==> config.mk <==
export PLATFORM = sky130hd
export DESIGN_NAME = output_deskew
export DESIGN_NICKNAME = d
export VERILOG_FILES = /design/src/hdl/systolic_pkg.sv /design/src/hdl/output_deskew.sv
export SDC_FILE = /design/constraint.sdc
export NUM_CORES = 1
export LEC_CHECK = 0
export ABC_AREA = 1
export ABC_CLOCK_PERIOD_IN_PS = 2300
export BUFFER_PORTS_ARGS = -buffer_cell sky130_fd_sc_hd__buf_2
export CAP_MARGIN = 20
export CORE_MARGIN = 2
export CORE_UTILIZATION = 58
export DETAILED_ROUTE_END_ITERATION = 10
export PLACE_DENSITY = 0.83
export SYNTH_ARGS = -nofsm -noshare
export SYNTH_HDL_FRONTEND = slang
export SYNTH_SLANG_ARGS = --single-unit
==> constraint.sdc <==
create_clock -name clk -period 2.3 [get_ports clk]
set_clock_uncertainty 0.05 [all_clocks]
set_input_delay 0.115 -clock clk [delete_from_list [all_inputs] [get_ports clk]]
set_output_delay 0.115 -clock clk [all_outputs]
set_load 0.01 [all_outputs]
==> src/hdl/systolic_pkg.sv <==
// ~~~~~~~~~~~~~~~~~~~~~~~~~~~~~~~~~~~~~~~~~~~~~~~~~~~~~~~~~~~~~~~~~~~~
// Widths, matrix size and vector types shared by the systolic array.
// DIM is fixed here because the packed vector types are sized by it.
// ~~~~~~~~~~~~~~~~~~~~~~~~~~~~~~~~~~~~~~~~~~~~~~~~~~~~~~~~~~~~~~~~~~~~
package systolic_pkg;

    // Data word and full product widths
    localparam int DATA_W = 16;
    localparam int ACC_W  = 2 * DATA_W;

    // Array is DIM x DIM processing elements
    localparam int DIM = 8;

    // Input strobe to output strobe, skew and deskew included
    localparam int LATENCY = 2 * DIM - 1;

    // One element of x, w or z
    typedef logic signed [DATA_W-1:0] data_t;

    // Full signed product before scaling
    typedef logic signed [ACC_W-1:0] prod_t;

    // One row or column vector, element 0 in the low bits
    typedef data_t [DIM-1:0] vec_t;

    // Weight matrix, indexed [row][column]
    typedef vec_t [DIM-1:0] mat_t;

    // One strobed vector
    typedef struct packed {
        logic valid;
        vec_t data;
    } beat_t;

endpackage

==> src/hdl/output_deskew.sv <==
// ~~~~~~~~~~~~~~~~~~~~~~~~~~~~~~~~~~~~~~~~~~~~~~~~~~~~~~~~~~~~~~~~~~~~
// Column c is held back DIM-1-c cycles so all columns line up.
// The valid bit is delayed by the full LATENCY of the datapath.
// ~~~~~~~~~~~~~~~~~~~~~~~~~~~~~~~~~~~~~~~~~~~~~~~~~~~~~~~~~~~~~~~~~~~~
`timescale 1ns/1ps

module output_deskew
    import systolic_pkg::*;
(
    input  logic  clk,
    input  logic  rst,
    input  vec_t  z_raw,
    input  logic  valid_d,
    output beat_t z_out
);

    logic [LATENCY-1:0] valid_sr;
    vec_t               z_aligned;

    // Valid delay line, one stage per cycle of datapath latency
    always_ff @(posedge clk) begin
        if (rst) begin
            valid_sr <= '0;
        end else begin
            valid_sr <= {valid_sr[LATENCY-2:0], valid_d};
        end
    end

    // Last column already arrives last
    assign z_aligned[DIM-1] = z_raw[DIM-1];

    for (genvar c = 0; c < DIM - 1; c++) begin : g_col
        localparam int DEPTH = DIM - 1 - c;

        data_t stage [DEPTH];

        always_ff @(posedge clk) begin
            if (rst) begin
                for (int i = 0; i < DEPTH; i++) begin
                    stage[i] <= '0;
                end
            end else begin
                stage[0] <= z_raw[c];
                for (int i = 1; i < DEPTH; i++) begin
                    stage[i] <= stage[i-1];
                end
            end
        end

        assign z_aligned[c] = stage[DEPTH-1];
    end

    // Strobe marks the cycle where every column holds the same vector
    assign z_out.valid = valid_sr[LATENCY-1];
    assign z_out.data  = z_aligned;

endmodule

==> flow_summary.yaml <==
place:
  numPortBuffers: 227
  place_congestion: 0.785
  dp_hpwl_mm: 12.6
grt:
  grt_pass1_vias: 8505
  grt-ovfl-total: 0
  grt_usage_pct: 19.3
  grt_max_degree: 86
  antenna_found_initial: 1
  grt_pass1_wl_mm: 38.1
route:
  drt_iter0_drc: 394
  drc: 0
  via_count: 8609
  drtPass1Iterations: 4
  drtAntennaViolNets: 0
  via_per_inst: 4.00
  wire_per_inst_um: 11.2
  drt_wl_total_mm: 24.1
clocking:
  clock_latency_ns: 0.53
  clkSinkCount: 463
  ctsResizeCount: 0
  cts_tree: "built"
  clk_pin_slew_ns: 0.06
  cts_buffer_depth: 3
  cts_made_buffers: 43
  root_buffer: "clkbuf_16"
  postCtsSetupBuffers: 0
  htreeDepth: 2
synth:
  synth_top_family_by_area: "buffers and inverters"
  synth_compound_area_share_pct: 0
  syn-cell-area_mm2: 0.0137
  ys_seq_area_share_pct: 67.8
  synth_warnings: 0
  synth_mux_area_share_pct: 0
  synth_xor_xnor_area_share_pct: 0
  synth_cell_type_count: 7
  syn_inst: 1522
  synthSimpleGateAreaFrac_pct: 12.7
  syn_avg_cell_area_um2: 8.98
  synth_fa_ha_area_share_pct: 0
  syn-num-nets: 1653
  ys_seq_elements: 463
worst_setup_path:
  slowest_stage: "dlygate4sd3_1"
  crit_path_cell_trace: "dlygate4sd3_1, buf_8, nor2_1, dlygate4sd3_1"
  crit_arrival_ns: 1.83
  critical_path.max_fanout: 73
  r2r-start: "g_col[4].stage[0][0]"
  cp_common_cell: "dlygate4sd3_1"
  cp-start-kind: "input port"
  cp_top_family: "buffers and inverters"
  critPathLaunch: "rst"
  crit_required_ns: 2.66
  critPathMaxStageDelay_ns: 0.60
  worst-path-buf-inv: 3
  end_kind: "flip-flop"
  worstSetupPathType: "input port to flip-flop"
cells_and_area:
  fin_nets: 1933
  area_delta_synth_final_pct: 25.5
  drive_above_1_share_pct: 16.4
  layout_common_cells: "463 x inv_1, 463 x nor2_1, 463 x dfxtp_1"
  fill_cells: 1570
timing:
  min_period_ns: 1.47
  rsz0062_at_grt: "no"
  drv_slew: 0
  setup-tns-final_ns: 0
  period_share_pct: 63.9
  finalSetupViolCount: 0
  clock.fmax_mhz: 681
  finalHoldViolations: 0
  max_slew_margin_pct: 68.0
  worst_pin_slew_ns: 0.480
power:
  clkPwrFrac_pct: 43.5
  p_leak_nw: 8.27
  p_sw_mw: 3.25
  power.internal_mw: 12.8
  p_per_area_mw_per_mm2: 932
  p_total_mw: 16.0
  peakVddDrop_mv: 0.787
  combPwrFrac_pct: 4.5
  power_frac_seq_pct: 52.0
  netSwitchingFraction_pct: 20.3
die:
  start_util_pct: 58.6
  row_count: 56
  die_w_um: 158
  die_area_mm2: 0.0248
  die_y_um: 158
  pin_count: 260
  core_area_mm2: 0.0233
min_path:
  hp-class: "input port to primary output"
  hp-start: "z_raw[118]"
run_status:
  status: "finished clean"
run:
  maxCapViolations: 0
[metal layers]
layer  global-route usage, %  vias to the layer above  part of all wire (%)
li1                        -                     4575                     -
met1                    20.2                     3705                    39
met2                    35.2                      241                    52
met3                    4.52                       88                   4.9
met4                    11.5                        0                   4.7
met5                       0                        -                     0
[per-stage QoR]
stage               instance area (um2)  util, %  worst slack (ns)  hold slack, ns  instances
finish                            17200     73.5             0.831           0.180       2152
detailed placement                14400     61.8              1.11           0.180       1943
global route                      17200     73.5             0.780           0.180       2152
global placement                  14400     61.8              1.14           0.180       1943
CTS                               17200     73.5             0.911           0.180       2151
floorplan                         13700        -              1.46           0.172       1522
[logic make-up (layout without fill, tap and decap cells)]
group,after synthesis,after routing
AND/OR/NAND/NOR,463,463
flip-flops,463,463
buffers and inverters,596,906
other,0,1
[cell usage after synthesis, drive strengths merged]
library cell    n  area (um2)
buf           132         920
clkbuf          1        3.75
dfxtp         463        9270
inv           463        1740
nor2          463        1740
[final timing paths]
path,end,slack (ns),depth (start not counted)
max reg2reg,g_col[4].stage[0][16],1.65,2
max,g_col[5].stage[0][14],0.83,4
min reg2reg,g_col[1].stage[5][7],0.34,2
min,z_out[118],0.18,0
[registers in the layout, indices dropped and copies added, names as in the netlist]
register / cells
g_col.stage: 448
valid_sr: 15
[area by class of cell]
type	count	area (um2)	share of cell area (%)
diodes	1	2.50	0.0146
clock buffers	58	1200	7.01
clock inverters	17	210	1.22
inverters	463	1740	10.1
multi-input cells	463	1740	10.1
flip-flops and latches	463	9270	54.0
well taps	319	399	2.33
repair buffers	368	2600	15.2
[power by group through the flow]
stage          registers (mW)  clock network [mW]  logic [mW]
2_1_floorplan            8.49                   0       0.389
5_1_grt                  8.34                7.46       0.808
4_1_cts                  8.32                7.11       0.697
3_5_place_dp             8.50                   0       0.517
3_3_place_gp             8.49                   0       0.500
6_report                 8.33                6.96       0.717
[what timing repair did]
item	4_1_cts	5_1_grt
hold endpoints to repair	159	0
setup endpoints to repair	0	0
hold buffers	133	0
Note: power is estimated with default switching activity, not from simulation.
