===== src/hdl/systolic_pkg.sv =====
// ~~~~~~~~~~~~~~~~~~~~~~~~~~~~~~~~~~~~~~~~~~~~~~~~~~~~~~~~~~~~~~~~~~~~
// Widths, matrix size and vector types shared by the systolic array.
// DIM is fixed here because the packed vector types are sized by it.
// ~~~~~~~~~~~~~~~~~~~~~~~~~~~~~~~~~~~~~~~~~~~~~~~~~~~~~~~~~~~~~~~~~~~~
package systolic_pkg;

    // Data word and full product widths
    localparam int DATA_W = 16;
    localparam int ACC_W  = 2 * DATA_W;

    // Array is DIM x DIM processing elements
    localparam int DIM = 8;

    // Input strobe to output strobe, skew and deskew included
    localparam int LATENCY = 2 * DIM - 1;

    // One element of x, w or z
    typedef logic signed [DATA_W-1:0] data_t;

    // Full signed product before scaling
    typedef logic signed [ACC_W-1:0] prod_t;

    // One row or column vector, element 0 in the low bits
    typedef data_t [DIM-1:0] vec_t;

    // Weight matrix, indexed [row][column]
    typedef vec_t [DIM-1:0] mat_t;

    // One strobed vector
    typedef struct packed {
        logic valid;
        vec_t data;
    } beat_t;

endpackage


===== src/hdl/input_skew.sv =====
// ~~~~~~~~~~~~~~~~~~~~~~~~~~~~~~~~~~~~~~~~~~~~~~~~~~~~~~~~~~~~~~~~~~~~
// Row r of each vector leaves r cycles after entry; row 0 and the
// valid bit pass straight through.
// ~~~~~~~~~~~~~~~~~~~~~~~~~~~~~~~~~~~~~~~~~~~~~~~~~~~~~~~~~~~~~~~~~~~~
`timescale 1ns/1ps

module input_skew
    import systolic_pkg::*;
(
    input  logic  clk,
    input  logic  rst,
    input  beat_t x_in,
    output vec_t  x_skew,
    output logic  valid_d
);

    // Valid is realigned in the output stage
    assign valid_d = x_in.valid;

    // Row 0 enters the array in the same cycle
    assign x_skew[0] = x_in.data[0];

    for (genvar r = 1; r < DIM; r++) begin : g_row
        // Shift register r stages long
        data_t stage [r];

        always_ff @(posedge clk) begin
            if (rst) begin
                for (int i = 0; i < r; i++) begin
                    stage[i] <= '0;
                end
            end else begin
                stage[0] <= x_in.data[r];
                for (int i = 1; i < r; i++) begin
                    stage[i] <= stage[i-1];
                end
            end
        end

        assign x_skew[r] = stage[r-1];
    end

endmodule


===== config.mk =====
export PLATFORM = sky130hd
export DESIGN_NAME = input_skew
export DESIGN_NICKNAME = d
export VERILOG_FILES = /design/src/hdl/systolic_pkg.sv /design/src/hdl/input_skew.sv
export SDC_FILE = /design/constraint.sdc
export NUM_CORES = 1
export LEC_CHECK = 0
export ABC_AREA = 1
export BUFFER_PORTS_ARGS = -buffer_cell sky130_fd_sc_hd__buf_2
export CAP_MARGIN = 5
export CORE_AREA = 2 2 226 139
export CTS_CLUSTER_DIAMETER = 80
export DETAILED_ROUTE_END_ITERATION = 8
export DIE_AREA = 0 0 228 141
export PLACE_DENSITY = 0.67
export SYNTH_ARGS = -nofsm -noshare
export SYNTH_HDL_FRONTEND = slang
export SYNTH_SLANG_ARGS = --single-unit

===== constraint.sdc =====
create_clock -name clk -period 1.1 [get_ports clk]
set_input_delay 0.275 -clock clk [delete_from_list [all_inputs] [get_ports clk]]
set_output_delay 0.275 -clock clk [all_outputs]
set_load 0.05 [all_outputs]

==> run_results.csv <==
group,metric,value,unit
status,run_status,"complete, but fails checks",
status,violations,"negative setup slack",
grt,grt_use_met1,0.155,
grt,grt_busiest_layer,"met2",
grt,grt_use_met3,0.0465,
yosys,synth_top_area_frac,0.671,
grt,overflow,0,
worst_hold_path,hold_path_class,"in -> reg",
sta,fin_crit_sh,1.18,
final_layout,largest_reg_flops,448,
yosys,synth_edf_count,0,
run,drv_cap,0,
sta,slew_headroom,0.764,
die,die-width,228,um
place,gp_congestion,0.745,
final_layout,final_core_util,0.590,
worst_setup_path,worst-path-buf-inv,1,
clocking,numClockSinks,448,
drt,vias,8273,
grt,grt_max_degree,80,
sta,setup_slack,-0.200,ns
final_layout,nets,1875,
drt,drc,0,
final_layout,top_register,"g_row.stage",
sta,finalCriticalPeriod,1.30,ns
grt,globalRouteMet2Util,0.257,
yosys,synth_nets,1590,
sta,final_max_slew_viol_count,0,
sta,setup_violations,112,
yosys,synth_common_cells,"448 x dfxtp_1, 448 x inv_1, 448 x nor2_1, 66 x buf_4, 47 x buf_6",
worst_setup_path,crit_family,"flip-flops",
place,dp_hpwl,13.0,mm
yosys,synth_cell_types,6,
die,num_rows,50,
clocking,h-tree-depth,2,
final_layout,area_delta_synth_final,34.1,%
worst_setup_path,start_kind,"flip-flop",
sta,skew,0.0210,ns
worst_setup_path,crit_path_max_incr_delay,0.34,ns
final_layout,layout-drive-gt1-share,0.235,
yosys,synth.avg_cell_area,9.16,um^2
yosys,yosysWarningCount,0,
clocking,worstSkewPairLatency,0.53,ns
final_layout,final_area,17900,um^2
drt,first_iter_violations,250,
die,fp.coreArea,30400,um^2
yosys,async_flop_share,0,
clocking,clkTransAtPathRegs,0.07,ns
clocking,numCtsBuffers,39,
die,die-area,32100,um^2
yosys,netlist_area,13400,um^2
power,leakagePower,0.00826,uW
worst_setup_path,arrival,1.02,ns
yosys,syn_inst,1459,
yosys,ys_ff_latch,448,
worst_setup_path,required,0.82,ns
drt,wl_per_cell,10.7,um
die,die_y,141,um
yosys,yosys-top-cells-area,"dfxtp_1 67%, inv_1 13%, nor2_1 13%",
sta,worst_slew_pin_slew,0.354,ns
place,dp.cells,2008,
place,numPortBuffers,225,
die,initial_core_util,0.440,
worst_setup_path,path_cells,"buf_8",
final_layout,top_regs,"g_row.stage: 448 flops",
grt,grt_pass1_wl,37.3,mm
clocking,cts_root_buf,"clkbuf_16",
drt,ant_nets,0,
yosys,synth_flop_cell,"dfxtp_1",
grt,grt_pass1_vias,8068,
power,power_density,1830,nW/um^2
clocking,cts_buffer_depth,3,
power,peakVddDrop,0.963,mV
clocking,cts_setup_buffers,0,
clocking,cts_tree,"done",
sta,grt_setup_unrepaired,"true",
drt,via_per_inst,3.78,
grt,groute.usage.overall,0.142,
worst_setup_path,crit_type,"reg -> out",
sta,hold_viol_final,0,
place,place_area,14300,um^2
final_layout,fin_cells,2188,
yosys,synth_area_leader_cell,"dfxtp_1",
drt,dr.pass1.iters,4,
die,ios,260,
sta,max_freq,769,MHz
drt,finalWirelength,23.3,mm
worst_setup_path,cp_max_fo,1,
worst_setup_path,cp-end-kind,"primary output",
final_layout,diodes,0,
worst_setup_path,cp_slowest_cell,"dfxtp_2",
yosys,ys_seq_area_frac,0.671,
grt,antenna_found_initial,0,
final cells by class:
cell class	count	area, um^2
inverter	448	1680
multi-input combinational	448	1680
clock inverter	9	164
sequential	448	9110
tap	416	520
fill	2386	12500
clock buffer	60	1160
timing repair buffer	359	3620
cells by family (layout without fill, tap and decap cells):
family | Yosys count | after routing | synth area share
flip-flops | 448 | 448 | 0.671
AND/OR/NAND/NOR | 448 | 448 | 0.126
buffers and inverters | 563 | 876 | 0.203
worst min-delay path, cell delays in order:
cell and delay (ns):
buf_2 0.10, inv_1 0.06, nor2_1 0.06
worst paths after layout:
check                             start               endpoint  slack [ns]  cells past startpoint
hold reg to reg    g_row[6].stage[2][3]   g_row[6].stage[3][3]        0.38                      2
setup reg to reg  g_row[5].stage[0][25]  g_row[5].stage[0][41]        0.55                      2
setup / recovery  g_row[7].stage[6][15]            x_skew[127]       -0.20                      1
hold / removal                x_in[127]  g_row[7].stage[0][15]        0.03                      3
report_power, final:
| part | total [uW] | switching (uW) | leakage, uW | internal [uW] |
|---|---|---|---|---|
| Clock | 13900 | 5690 | 0.000645 | 8210 |
| Sequential | 16900 | 161 | 0.00372 | 16700 |
| Combinational | 1940 | 1020 | 0.00390 | 919 |
stage by stage:
step | TNS [ns] | worst slack, ns | power, uW | hold slack (ns)
2_1_floorplan | 0 | 0.238 | 18500 | 0.382
3_3_place_gp | 0 | 0.102 | 18600 | 0.389
3_5_place_dp | 0 | 0.0890 | 18600 | 0.392
4_1_cts | -22.86 | -0.238 | 33000 | 0.00725
5_1_grt | -23.78 | -0.241 | 34000 | 0.0148
6_report | -19.46 | -0.200 | 32700 | 0.0320
cell usage in the layout, fill, tap and decap left out:
master / n
bufinv_16: 4
buf_12: 9
clkinv_4: 1
clkbuf_8: 8
buf_8: 103
buf_6: 10
inv_6: 1
dfxtp_2: 112
buf_2: 112
dlygate4sd3_1: 111
clkinv_2: 2
dfxtp_1: 336
inv_1: 448
clkinv_8: 1
nor2_1: 448
clkbuf_1: 12
clkbuf_16: 40
buf_4: 14
layer usage:
layer	vias to the layer above	wire, um
li1	4427	-
met1	3606	9630
met2	168	11600
met3	72	1400
met4	0	735
met5	-	0
timing repair:
action | CTS | global route
endpoints found under the setup margin | 112 | 112
hold buffers | 111 | 0
gates resized for setup | 405 | 33
endpoints found under the hold margin | 111 | 0
Note: power is estimated with default switching activity, not from simulation.
